--- config.mk ---
export PLATFORM = sky130hd
export DESIGN_NAME = udp_rx_top
export DESIGN_NICKNAME = d
export VERILOG_FILES = /design/src/udp_rx_pkg.sv /design/src/ip_rx.sv /design/src/payload_fifo.sv /design/src/udp_rx.sv /design/src/udp_rx_top.sv
export VERILOG_INCLUDE_DIRS = /design/src
export SDC_FILE = /design/constraint.sdc
export NUM_CORES = 1
export LEC_CHECK = 0
export BUFFER_PORTS_ARGS = -buffer_cell sky130_fd_sc_hd__buf_2
export CAP_MARGIN = 20
export CORE_AREA = 2 2 279 281
export CTS_BUF_LIST = sky130_fd_sc_hd__clkbuf_8
export DETAILED_ROUTE_END_ITERATION = 7
export DIE_AREA = 0 0 281 283
export SYNTH_ARGS = -nofsm -noshare
export SYNTH_HDL_FRONTEND = slang
export SYNTH_HIERARCHICAL = 1
export SYNTH_SLANG_ARGS = --single-unit
--- constraint.sdc ---
create_clock -name clk -period 3.92 [get_ports clk]
set_input_delay 0.588 -clock clk [delete_from_list [all_inputs] [get_ports clk]]
set_output_delay 0.588 -clock clk [all_outputs]
set_load 0.005 [all_outputs]
--- src/udp_rx_settings.svh ---
`ifndef UDP_RX_SETTINGS_SVH
`define UDP_RX_SETTINGS_SVH

////////////////////////////////////////
// payload buffer
////////////////////////////////////////

`define UDP_FIFO_DEPTH 64     // any power of two
`define UDP_FIFO_AW    6      // log2 of the depth

////////////////////////////////////////
// protocol constants
////////////////////////////////////////

// fixed header, no options
`define IP_HDR_BYTES   20

`define UDP_HDR_BYTES  8
`define UDP_PROTO      17     // ipv4 protocol field for udp

`endif

--- src/udp_rx_pkg.sv ---
package udp_rx_pkg;

    typedef logic [7:0]  byte_t;       // one stream byte
    typedef logic [15:0] port_t;       // udp port number
    typedef logic [15:0] len_t;        // byte count
    typedef logic [31:0] ipv4_addr_t;

    // ipv4 header parser
    typedef enum logic [2:0] {
        IP_IDLE,
        IP_WAIT,
        IP_HDR,
        IP_PASS,    // udp_rx owns the stream
        IP_SKIP,    // dropped packet, run out to total length
        IP_DONE
    } ip_state_t;

    // udp header parser, one state per header byte
    typedef enum logic [3:0] {
        UDP_IDLE,
        UDP_WAIT,
        UDP_HD0,
        UDP_HD1,
        UDP_HD2,
        UDP_HD3,
        UDP_HD4,
        UDP_HD5,
        UDP_HD6,
        UDP_HD7,
        UDP_WORK,
        UDP_DONE
    } udp_state_t;

endpackage

--- src/ip_rx.sv ---
`include "udp_rx_settings.svh"

module ip_rx import udp_rx_pkg::*; (
    input  logic       clk,
    input  logic       rst,
    input  logic       rx_enable,
    input  byte_t      rxd,
    input  logic       fs,
    input  logic       udp_fd,
    output logic       fd,
    output logic       udp_fs,
    output ipv4_addr_t src_ip,
    output len_t       drop_count
);

    ip_state_t state, next_state;

    len_t  cnt;          // byte index within the packet
    byte_t ver_ihl;
    byte_t proto;
    len_t  total_len;

    logic hdr_last;
    logic hdr_ok;
    logic skip_last;

    // last header byte is on rxd this cycle
    assign hdr_last  = (state == IP_HDR) && (cnt == len_t'(`IP_HDR_BYTES - 1));
    assign hdr_ok    = (ver_ihl == 8'h45) && (proto == byte_t'(`UDP_PROTO));
    assign skip_last = (cnt >= total_len - 16'd1);

    // udp_rx has to see fs while byte 19 is still on the bus
    assign udp_fs = (hdr_last && hdr_ok) || (state == IP_PASS);
    assign fd     = (state == IP_DONE);

    ////////////////////////////////////////
    // state machine
    ////////////////////////////////////////

    always_ff @(posedge clk or posedge rst) begin
        if (rst)
            state <= IP_IDLE;
        else
            state <= next_state;
    end

    always_comb begin
        next_state = state;
        case (state)
            IP_IDLE: begin
                if (rx_enable) next_state = IP_WAIT;
            end
            IP_WAIT: begin
                if (fs) next_state = IP_HDR;
            end
            IP_HDR: begin
                if (hdr_last) begin
                    if (hdr_ok)
                        next_state = IP_PASS;
                    else if (total_len > len_t'(`IP_HDR_BYTES))
                        next_state = IP_SKIP;
                    else
                        next_state = IP_DONE;  // nothing left to skip
                end
            end
            IP_PASS: begin
                if (udp_fd) next_state = IP_DONE;
            end
            IP_SKIP: begin
                if (skip_last) next_state = IP_DONE;
            end
            IP_DONE: begin
                if (!fs) next_state = IP_WAIT;
            end
            default: next_state = IP_IDLE;
        endcase
    end

    always_ff @(posedge clk or posedge rst) begin
        if (rst)
            cnt <= '0;
        else if (state == IP_WAIT)
            cnt <= '0;
        else if (state == IP_HDR || state == IP_SKIP)
            cnt <= cnt + 16'd1;
    end

    ////////////////////////////////////////
    // header fields
    ////////////////////////////////////////

    always_ff @(posedge clk or posedge rst) begin
        if (rst) begin
            ver_ihl   <= '0;
            total_len <= '0;
            proto     <= '0;
            src_ip    <= '0;
        end else if (state == IP_HDR) begin
            case (cnt)
                16'd0:  ver_ihl          <= rxd;
                16'd2:  total_len[15:8]  <= rxd;
                16'd3:  total_len[7:0]   <= rxd;
                16'd9:  proto            <= rxd;
                16'd12: src_ip[31:24]    <= rxd;
                16'd13: src_ip[23:16]    <= rxd;
                16'd14: src_ip[15:8]     <= rxd;
                16'd15: src_ip[7:0]      <= rxd;
                default: ;  // tos, id, flags, ttl, checksum, dst address
            endcase
        end
    end

    // one count per filtered packet, decided on byte 19
    always_ff @(posedge clk or posedge rst) begin
        if (rst)
            drop_count <= '0;
        else if (hdr_last && !hdr_ok)
            drop_count <= drop_count + 16'd1;
    end

endmodule

--- src/payload_fifo.sv ---
`include "udp_rx_settings.svh"

module payload_fifo import udp_rx_pkg::*; (
    input  logic  clk,
    input  logic  rst,
    input  logic  wr_en,
    input  byte_t wr_data,
    input  logic  rd_en,
    output byte_t rd_data,
    output logic  empty,
    output logic  overflow
);

    localparam int AW = `UDP_FIFO_AW;

    byte_t mem [`UDP_FIFO_DEPTH];

    // extra msb tells full from empty
    logic [AW:0] wr_ptr;
    logic [AW:0] rd_ptr;
    logic        full;
    logic        do_wr;
    logic        do_rd;

    assign empty = (wr_ptr == rd_ptr);
    assign full  = (wr_ptr[AW] != rd_ptr[AW]) && (wr_ptr[AW-1:0] == rd_ptr[AW-1:0]);

    assign do_wr = wr_en && !full;
    assign do_rd = rd_en && !empty;   // pop on empty is ignored

    // first word fall through
    assign rd_data = mem[rd_ptr[AW-1:0]];

    ////////////////////////////////////////
    // storage and pointers
    ////////////////////////////////////////

    always_ff @(posedge clk) begin
        if (do_wr)
            mem[wr_ptr[AW-1:0]] <= wr_data;
    end

    always_ff @(posedge clk or posedge rst) begin
        if (rst)
            wr_ptr <= '0;
        else if (do_wr)
            wr_ptr <= wr_ptr + 1'b1;
    end

    always_ff @(posedge clk or posedge rst) begin
        if (rst)
            rd_ptr <= '0;
        else if (do_rd)
            rd_ptr <= rd_ptr + 1'b1;
    end

    // sticky, a dropped byte means the datagram is incomplete
    always_ff @(posedge clk or posedge rst) begin
        if (rst)
            overflow <= 1'b0;
        else if (wr_en && full)
            overflow <= 1'b1;
    end

endmodule

--- src/udp_rx.sv ---
`include "udp_rx_settings.svh"

module udp_rx import udp_rx_pkg::*; (
    input  logic  clk,
    input  logic  rst,
    input  logic  rx_enable,
    input  byte_t rxd,
    input  logic  fs,
    output logic  fd,
    output len_t  dlen,
    output port_t src_port,
    output port_t dst_port,
    output logic  wr_en,
    output byte_t wr_data
);

    udp_state_t state, next_state;

    len_t udp_len;   // length field, header included
    len_t cnt;       // payload bytes taken so far

    assign fd = (state == UDP_DONE);

    ////////////////////////////////////////
    // state machine
    ////////////////////////////////////////

    always_ff @(posedge clk or posedge rst) begin
        if (rst)
            state <= UDP_IDLE;
        else
            state <= next_state;
    end

    always_comb begin
        next_state = state;
        case (state)
            UDP_IDLE: begin
                if (rx_enable) next_state = UDP_WAIT;
            end
            UDP_WAIT: begin
                if (fs) next_state = UDP_HD0;
            end
            UDP_HD0: next_state = UDP_HD1;
            UDP_HD1: next_state = UDP_HD2;
            UDP_HD2: next_state = UDP_HD3;
            UDP_HD3: next_state = UDP_HD4;
            UDP_HD4: next_state = UDP_HD5;
            UDP_HD5: next_state = UDP_HD6;
            UDP_HD6: next_state = UDP_HD7;
            UDP_HD7: begin
                // empty datagram goes straight to done
                if (dlen == '0)
                    next_state = UDP_DONE;
                else
                    next_state = UDP_WORK;
            end
            UDP_WORK: begin
                if (cnt >= dlen - 16'd1) next_state = UDP_DONE;
            end
            UDP_DONE: begin
                if (!fs) next_state = UDP_WAIT;
            end
            default: next_state = UDP_IDLE;
        endcase
    end

    always_ff @(posedge clk or posedge rst) begin
        if (rst)
            cnt <= '0;
        else if (state == UDP_WAIT)
            cnt <= '0;
        else if (state == UDP_WORK)
            cnt <= cnt + 16'd1;
    end

    ////////////////////////////////////////
    // header fields
    ////////////////////////////////////////

    always_ff @(posedge clk or posedge rst) begin
        if (rst) begin
            src_port <= '0;
            dst_port <= '0;
            udp_len  <= '0;
            dlen     <= '0;
        end else begin
            case (state)
                UDP_HD0: src_port[15:8] <= rxd;
                UDP_HD1: src_port[7:0]  <= rxd;
                UDP_HD2: dst_port[15:8] <= rxd;
                UDP_HD3: dst_port[7:0]  <= rxd;
                UDP_HD4: udp_len[15:8]  <= rxd;
                UDP_HD5: udp_len[7:0]   <= rxd;
                UDP_HD6: begin
                    if (udp_len < len_t'(`UDP_HDR_BYTES))
                        dlen <= '0;     // malformed length
                    else
                        dlen <= udp_len - len_t'(`UDP_HDR_BYTES);
                end
                default: ;  // HD7 is the checksum low byte
            endcase
        end
    end

    // payload write, one cycle behind rxd
    always_ff @(posedge clk or posedge rst) begin
        if (rst)
            wr_en <= 1'b0;
        else
            wr_en <= (state == UDP_WORK);
    end

    always_ff @(posedge clk) begin
        wr_data <= rxd;
    end

endmodule

--- src/udp_rx_top.sv ---
module udp_rx_top import udp_rx_pkg::*; (
    input  logic       clk,
    input  logic       rst,

    // ipv4 byte stream
    input  byte_t      rxd,
    input  logic       fs,
    output logic       fd,
    input  logic       rx_enable,

    // header fields
    output ipv4_addr_t src_ip,
    output port_t      src_port,
    output port_t      dst_port,
    output len_t       dlen,
    output len_t       drop_count,

    // payload read side
    input  logic       rd_en,
    output byte_t      rd_data,
    output logic       empty,
    output logic       overflow
);

    logic  udp_fs;     // ip_rx to udp_rx frame select
    logic  udp_fd;
    logic  wr_en;
    byte_t wr_data;

    ip_rx u_ip_rx (
        .clk        (clk),
        .rst        (rst),
        .rx_enable  (rx_enable),
        .rxd        (rxd),
        .fs         (fs),
        .udp_fd     (udp_fd),
        .fd         (fd),
        .udp_fs     (udp_fs),
        .src_ip     (src_ip),
        .drop_count (drop_count)
    );

    // rxd is shared, udp_rx only listens while udp_fs is up
    udp_rx u_udp_rx (
        .clk        (clk),
        .rst        (rst),
        .rx_enable  (rx_enable),
        .rxd        (rxd),
        .fs         (udp_fs),
        .fd         (udp_fd),
        .dlen       (dlen),
        .src_port   (src_port),
        .dst_port   (dst_port),
        .wr_en      (wr_en),
        .wr_data    (wr_data)
    );

    payload_fifo u_payload_fifo (
        .clk        (clk),
        .rst        (rst),
        .wr_en      (wr_en),
        .wr_data    (wr_data),
        .rd_en      (rd_en),
        .rd_data    (rd_data),
        .empty      (empty),
        .overflow   (overflow)
    );

endmodule
==> Implementation_results.wiki, run 1 <==
{| class="wikitable"
! Metric !! Value
|-
| Number of endpoints failing setup at the final stage || 0
|-
| Vias in the first global route || 18,300
|-
| DRC marker count from the first detailed-route iteration || 1,448
|-
| Leakage component of the power || 13.0 nW
|-
| Global-route wire length before repair || 113,000 µm
|-
| Storage element area || 20,500 µm²
|-
| Achievable Freq || 259 MHz
|-
| Total wire length || 73,800 µm
|-
| Antenna-violating nets left || 0
|-
| Horizontal die dimension || 281 µm
|-
| Max Cap Violations || 0
|-
| Final Non-Filler Cells || 3,303
|-
| Aggregate negative setup slack || 0 ns
|-
| Clock Skew || 0.0583 ns
|-
| Number of standard-cell rows in the floorplan || 102
|-
| Combined area of all synthesized cells || 30,300 µm²
|-
| Average wire length per cell after detail routing || 22.3 µm
|-
| Synth Area per Inst || 16.0 µm²
|-
| Vias per inst || 5.33
|-
| Latest clock arrival within the worst-skew pair || 0.74 ns
|-
| Unrepaired setup endpoints after global routing || false
|-
| Switch share || 33.2%
|-
| Number of distinct library cells after synthesis || 82
|-
| Max stage delay cell, worst path || sky130_fd_sc_hd__o41ai_2
|-
| Worst setup SP type || register
|-
| Area share of the leading cell type in the synthesized netlist || 50.8%
|-
| DP HPWL || 47,900 µm
|-
| Cell types occupying the most area after synthesis || sky130_fd_sc_hd__edfxtp_1, sky130_fd_sc_hd__dfrtp_1, sky130_fd_sc_hd__mux4_2, sky130_fd_sc_hd__mux2_2, sky130_fd_sc_hd__nor2_1
|-
| Synthesized instance count || 1,887
|-
| Cell taking the most area after synthesis || sky130_fd_sc_hd__edfxtp_1
|-
| Starting Density || 39.5%
|-
| Final GP Congestion || 0.836
|-
| Final net count || 2,221
|-
| Total die area || 79,500 µm²
|-
| Share of synthesized area occupied by flip-flops and latches || 67.8%
|-
| Share of total power in sequential cells || 42.0%
|-
| Maximum fanout count along the critical path || 6
|-
| Count of input and output buffers || 119
|-
| Power, Total || 23.0 mW
|-
| Filler Cells Inserted || 6,674
|-
| Final worst-path cycle share || 98.4%
|-
| Sequence of cells on the critical path || buf_4 -> mux4_2 -> mux2i_1 -> o22ai_1 -> o41ai_2 -> nand3_1 -> buf_2
|-
| Height of the die || 283 µm
|-
| Type of the tightest min-delay check || in2reg
|-
| WP data required || 3.33 ns
|-
| Number of clock sinks || 719
|-
| Int Pwr || 15.4 mW
|-
| Status || complete, no violations
|-
| Final worst hold slack || 0.186 ns
|-
| Library cell with the highest instance count after synthesis || sky130_fd_sc_hd__edfxtp_1
|-
| Worst relative slew slack || 28.5%
|-
| Data arrival, critical path || 3.27 ns
|-
| Length of the first detailed-routing pass in iterations || 5
|-
| Layout cells sized above 1 || 31.2%
|-
| Maximum number of pins on one net before global-route repair || 65
|-
| Category of the critical setup timing path || reg2out
|-
| DRC violation count after routing || 0
|-
| Overall Global Routing Usage || 18.7%
|-
| Max VDD drop || 0.412 mV
|-
| Minimum clock period after layout || 3.86 ns
|-
| Top flip-flop cell by instance count after synthesis || sky130_fd_sc_hd__edfxtp_1
|-
| Total power density per cell area || 652 nW/µm²
|-
| Most numerous cell types in the synthesized netlist || sky130_fd_sc_hd__edfxtp_1, sky130_fd_sc_hd__dfrtp_1, sky130_fd_sc_hd__nor2_1
|-
| Worst Tran Pin Value || 1.07 ns
|-
| Final number of hold-violating endpoints || 0
|-
| Number of buffers on the longest clock path || 3
|-
| Combinational share of power || 30.8%
|-
| Crit-path leading delay family || compound AO/OA/AOI/OAI gates
|-
| Max stage delay on crit path || 0.55 ns
|-
| Total core area || 76,700 µm²
|-
| Number of enable flip-flop cells after synthesis || 512
|-
| Vias || 17,600
|-
| Synthesis-stage register bit count || 719
|-
| P&R area growth vs syn || 16.4%
|-
| Number of placed instances, taps included || 3,073
|-
| Combined area of the multi-input logic cells || 9390 µm²
|-
| Clock network power share || 27.2%
|-
| Grt total ovfl || 0
|-
| FFs w/ async S/R, synth || 27.7%
|-
| Maximum level of the CTS H-tree || 3
|-
| Initial antenna violation count || 2
|-
| Clock buffer count from CTS || 118
|-
| Clk Tree Root Cell || sky130_fd_sc_hd__clkbuf_8
|-
| Yosys warning total || 6
|-
| Crit end category || output pin
|-
| Clk pin slew, worst setup/hold paths || 0.06 ns
|-
| Total buffers and inverters traversed by the critical path || 2
|-
| Total I/O pin count || 120
|-
| Total nets after synthesis || 1,944
|-
| Net Switching || 7.63 mW
|-
| CTS tree || built
|-
| Final Max Tran Viols || 0
|}
flip-flops by register name, summed over array words and instances (netlist names):
register,cells
u_ip_rx/proto,8
u_udp_rx/src_port,16
u_ip_rx/total_len,16
u_payload_fifo/wr_ptr,7
u_payload_fifo/mem,512
u_udp_rx/dst_port,16
u_ip_rx/cnt,16
u_payload_fifo/rd_ptr,7
u_ip_rx/state,3
u_ip_rx/drop_count,16
u_udp_rx/udp_len,16
u_payload_fifo/overflow,1
u_udp_rx/state,4
u_udp_rx/cnt,16
u_udp_rx/wr_en,1
u_udp_rx/wr_data,8
u_ip_rx/src_ip,32
u_ip_rx/ver_ihl,8
u_udp_rx/dlen,16
layout make-up:
class,count,share of cell area (%)
Tap cell,1040,3.69
Multi-Input combinational cell,1062,26.6
Timing Repair Buffer,239,4.71
Sequential cell,719,58.3
Inverter,24,0.266
Clock buffer,131,5.12
Antenna cell,1,0.00710
Clock inverter,87,1.30
power groups by stage:
stage	Sequential (mW)	Clock (mW)	Combinational, mW
after global routing	9.74	6.78	7.66
final	9.64	6.25	7.09
after global placement	9.86	0	6.41
after floorplan	9.41	0	4.70
after detailed placement	9.89	0	6.55
after CTS	9.63	6.42	6.98
cells by family after synthesis:
| family | after synthesis | synth area share, % |
|---|---|---|
| DFF | 719 | 67.8 |
| and+or+nand+nor | 470 | 8.33 |
| muxes | 275 | 13.5 |
| AOI/OAI and AO/OA | 174 | 3.95 |
| buffers and inverters | 106 | 1.73 |
| xor gates and xnor gates | 99 | 2.86 |
| adders and majority gates | 44 | 1.82 |
final timing paths:
kind / start / endpoint / slack, ns / cells after the start
min in group asynchronous: rst / u_payload_fifo/wr_ptr[6]$_DFFE_PP0P_ / 0.62 / 3
max in group asynchronous: rst / u_udp_rx/dst_port[10]$_DFFE_PP0P_ / 2.43 / 4
worst min register to register: u_payload_fifo/overflow$_DFFE_PP0P_ / u_payload_fifo/overflow$_DFFE_PP0P_ / 0.48 / 1
worst max register to register: u_ip_rx/cnt[1]$_DFFE_PP0P_ / u_udp_rx/state[3]$_DFFE_PP0P_ / 0.72 / 10
worst min-delay path: fs / u_ip_rx/state[2]$_DFFE_PP0P_ / 0.19 / 3
worst max-delay path: u_payload_fifo/rd_ptr[0]$_DFFE_PP0P_ / rd_data[3] / 0.06 / 7
per-layer routing:
metal	vias to the layer above	GRT usage (%)	part of all wire [%]
met1	9033	26.0	44
li1	7823	-	-
met5	-	0	0.018
met2	623	29.2	47
met3	110	4.19	7.0
met4	2	5.86	2.1
stage by stage:
| step | cell area, µm² | util [%] | setup WS [ns] |
|---|---|---|---|
| floorplan | 30300 | - | 0.742 |
| finish | 35200 | 45.9 | 0.0638 |
| global route | 35200 | 45.9 | 0.00157 |
| CTS | 35100 | 45.8 | 0.00779 |
| global placement | 32600 | 42.5 | 0.336 |
| detailed placement | 32700 | 42.6 | 0.273 |
timing repair:
action | CTS | global route
endpoints found under the setup margin | 8 | 7
hold buffers | 1 | 0
cloned | 0 | 1
gates resized for setup | 16 | 17
pin swaps | 1 | 3
endpoints found under the hold margin | 5 | 0
buffers inserted | 9 | 0
cell usage in the layout, fill, tap and decap left out, types with 7 or more instances in the layout:
cell type                  count
sky130_fd_sc_hd__mux2i_1      42
sky130_fd_sc_hd__dfxtp_2       8
sky130_fd_sc_hd__xor2_1       45
sky130_fd_sc_hd__xnor2_1      54
sky130_fd_sc_hd__nand2_2       8
sky130_fd_sc_hd__nand3_1      33
sky130_fd_sc_hd__clkbuf_8    131
sky130_fd_sc_hd__dfrtp_1     196
sky130_fd_sc_hd__buf_4       104
sky130_fd_sc_hd__and3_1       17
sky130_fd_sc_hd__a211oi_1     21
sky130_fd_sc_hd__a21oi_1      30
sky130_fd_sc_hd__a22oi_1      15
sky130_fd_sc_hd__nand2_1      81
sky130_fd_sc_hd__o22ai_1      15
sky130_fd_sc_hd__nor2_1      151
sky130_fd_sc_hd__inv_1        68
sky130_fd_sc_hd__nand2b_1     13
sky130_fd_sc_hd__nand3b_1      7
sky130_fd_sc_hd__buf_2       119
sky130_fd_sc_hd__clkinv_1     19
sky130_fd_sc_hd__o21ai_0      25
sky130_fd_sc_hd__clkinv_2     12
sky130_fd_sc_hd__nand4_1      18
sky130_fd_sc_hd__a22o_1       10
sky130_fd_sc_hd__nor2b_1      32
sky130_fd_sc_hd__mux4_2       94
sky130_fd_sc_hd__o21ai_2       9
sky130_fd_sc_hd__mux2_2      137
sky130_fd_sc_hd__ha_1         44
sky130_fd_sc_hd__nor3_1       25
sky130_fd_sc_hd__edfxtp_1    512
sky130_fd_sc_hd__nor4_1       14
tightest hold or removal path: stages:
cell and delay (ns):
sky130_fd_sc_hd__buf_2 0.11, sky130_fd_sc_hd__nor2b_1 0.05, sky130_fd_sc_hd__o22ai_1 0.11
Note: power is estimated with default switching activity, not from simulation.
==> inputs of run 2 (changes only) <==
- clock period: 3.92 -> 4 ns (I/O delays scaled with it)
==> Implementation_results.wiki, run 2 (same netlist as run 1, synthesis figures left out) <==
{| class="wikitable"
! Metric !! Value
|-
| Leakage component of the power || 13.0 nW
|-
| Aggregate negative setup slack || 0 ns
|-
| Initial antenna violation count || 3
|-
| Number of endpoints failing setup at the final stage || 0
|-
| Commonest non-fill, non-tap cells in the layout || sky130_fd_sc_hd__edfxtp_1, sky130_fd_sc_hd__dfrtp_1, sky130_fd_sc_hd__nor2_1
|-
| Fin worst setup slack || 0.0881 ns
|-
| Switch share || 33.0%
|-
| Number of buffers on the longest clock path || 3
|-
| Overall Global Routing Usage || 18.7%
|-
| Clock network power share || 27.7%
|-
| Worst R2R End || u_udp_rx/state[3]$_DFFE_PP0P_
|-
| Count of input and output buffers || 119
|-
| Number of flip-flops in the largest register || 512
|-
| Clk Tree Root Cell || sky130_fd_sc_hd__clkbuf_8
|-
| Layout cells sized above 1 || 30.8%
|-
| Combinational share of power || 30.3%
|-
| Latest clock arrival within the worst-skew pair || 0.74 ns
|-
| Type of the tightest min-delay check || in2reg
|-
| Worst relative slew slack || 34.7%
|-
| Int Pwr || 15.1 mW
|-
| Clock Skew || 0.0572 ns
|-
| Vias in the first global route || 18,200
|-
| Data arrival, critical path || 3.31 ns
|-
| P&R area growth vs syn || 16.1%
|-
| Horizontal die dimension || 281 µm
|-
| Minimum clock period after layout || 3.91 ns
|-
| Achievable Freq || 256 MHz
|-
| R2r startpoint || u_ip_rx/cnt[0]$_DFFE_PP0P_
|-
| Final GP Congestion || 0.824
|-
| Final net count || 2,209
|-
| Clk pin slew, worst setup/hold paths || 0.06 ns
|-
| Total wire length || 74,100 µm
|-
| Grt total ovfl || 0
|-
| Placed cell areas || 32,500 µm²
|-
| Total core area || 76,700 µm²
|-
| Share of total power in sequential cells || 42.0%
|-
| Length of the first detailed-routing pass in iterations || 6
|-
| WP data required || 3.40 ns
|-
| Antenna-violating nets left || 0
|-
| Category of the critical setup timing path || reg2out
|-
| Number of placed instances, taps included || 3,062
|-
| Status || complete, no violations
|-
| Power, Total || 22.5 mW
|-
| DP HPWL || 46,900 µm
|-
| Final Non-Filler Cells || 3,295
|-
| Worst slack, placed || 0.328 ns
|-
| Maximum fanout count along the critical path || 10
|-
| Reg2Reg Setup Slack || 0.82 ns
|-
| Global-route wire length before repair || 113,000 µm
|-
| Crit end category || output pin
|-
| Worst Tran Pin Value || 0.975 ns
|-
| DRC marker count from the first detailed-route iteration || 1,469
|-
| Maximum level of the CTS H-tree || 3
|-
| Worst setup SP type || register
|-
| Final core utilization || 45.8%
|-
| Starting Density || 39.5%
|-
| Final Max Tran Viols || 0
|-
| Unrepaired setup endpoints after global routing || false
|-
| Filler Cells Inserted || 6,702
|-
| Average wire length per cell after detail routing || 22.5 µm
|-
| DRC violation count after routing || 0
|-
| Vias || 17,700
|-
| Number of clock sinks || 719
|-
| Total I/O pin count || 120
|-
| Height of the die || 283 µm
|-
| Maximum number of pins on one net before global-route repair || 67
|-
| Total power density per cell area || 640 nW/µm²
|-
| Max Cap Violations || 0
|-
| Clock buffer count from CTS || 117
|-
| Number of standard-cell rows in the floorplan || 102
|-
| Final worst-path cycle share || 97.8%
|-
| Vias per inst || 5.36
|-
| Max VDD drop || 0.373 mV
|-
| CTS tree || built
|-
| Total non-filler cell area in the finished layout || 35,200 µm²
|-
| Final worst hold slack || 0.196 ns
|-
| Most frequent standard cell in the layout excluding fill and tap cells || sky130_fd_sc_hd__edfxtp_1
|-
| Final number of hold-violating endpoints || 0
|-
| Hold-critical path endpoint || u_udp_rx/wr_data[0]$_DFF_P_
|-
| Source of the worst hold timing path || rxd[0]
|-
| Total die area || 79,500 µm²
|-
| Worst hold path stage count || 1
|-
| Cell count of the worst reg-to-reg path || 10
|-
| Net Switching || 7.43 mW
|}
[run 2: changes by cell type in the layout (fill, tap and decap cells not counted), sizes merged]
cell      previous run  this run
clkinvlp             4         2
inv                 73        67
bufinv               3         5
clkinv              31        43
diode                1         2
buf                237       226
clkbuf             132       128
[run 2: how the worst max path moves through the flow]
stage	start	end	slack [ns]	depth (start not counted)
finish	u_payload_fifo/rd_ptr[0]$_DFFE_PP0P_	rd_data[0]	0.09	8
global route	u_payload_fifo/rd_ptr[0]$_DFFE_PP0P_	rd_data[4]	0.0007	8
CTS	u_payload_fifo/rd_ptr[0]$_DFFE_PP0P_	rd_data[7]	0.01	8
detailed placement	u_payload_fifo/rd_ptr[0]$_DFFE_PP0P_	rd_data[3]	0.33	6
global placement	u_payload_fifo/rd_ptr[0]$_DFFE_PP0P_	rd_data[3]	0.32	6
floorplan	rst	u_ip_rx/cnt[0]$_DFFE_PP0P_	0.81	1
[run 2: timing repair]
item	4_1_cts	5_1_grt
hold endpoints to repair	2	0
endpoints found under the setup margin	8	6
cloned	0	1
pin swaps	0	2
hold buffers	1	0
resized for setup	13	10
setup buffers	8	1
[run 2: critical path: stages, from the launching register on]
cell	delay, ns
sky130_fd_sc_hd__dfrtp_4	0.42
sky130_fd_sc_hd__buf_12	0.15
sky130_fd_sc_hd__mux4_2	0.50
sky130_fd_sc_hd__mux2i_1	0.37
sky130_fd_sc_hd__o22ai_1	0.22
sky130_fd_sc_hd__o41ai_1	0.46
sky130_fd_sc_hd__buf_4	0.20
sky130_fd_sc_hd__nand3_1	0.08
sky130_fd_sc_hd__buf_2	0.15
[run 2: cell type report]
type	instances	area [µm²]	share of cell area [%]
Multi-Input combinational cell	1062	9350	26.6
Clock buffer	127	1750	4.97
Inverter	24	93.8	0.267
Sequential cell	719	20500	58.4
Clock inverter	93	574	1.63
Tap cell	1040	1300	3.70
Timing Repair Buffer	228	1550	4.40
Antenna cell	2	5.00	0.0142
[run 2: power groups by stage]
| stage | logic (mW) | clock network [mW] | registers [mW] |
|---|---|---|---|
| 2_1_floorplan | 4.60 | 0 | 9.22 |
| 3_3_place_gp | 6.16 | 0 | 9.69 |
| 3_5_place_dp | 6.27 | 0 | 9.72 |
| 4_1_cts | 6.73 | 6.40 | 9.44 |
| 5_1_grt | 7.36 | 6.73 | 9.55 |
| 6_report | 6.81 | 6.23 | 9.45 |
[run 2: layer usage]
layer | GRT usage, % | up-vias | part of all wire [%]
li1 | - | 7804 | -
met1 | 25.6 | 9100 | 43
met2 | 28.8 | 631 | 46
met3 | 4.66 | 130 | 7.6
met4 | 6.86 | 2 | 2.8
met5 | 0 | - | 0.018
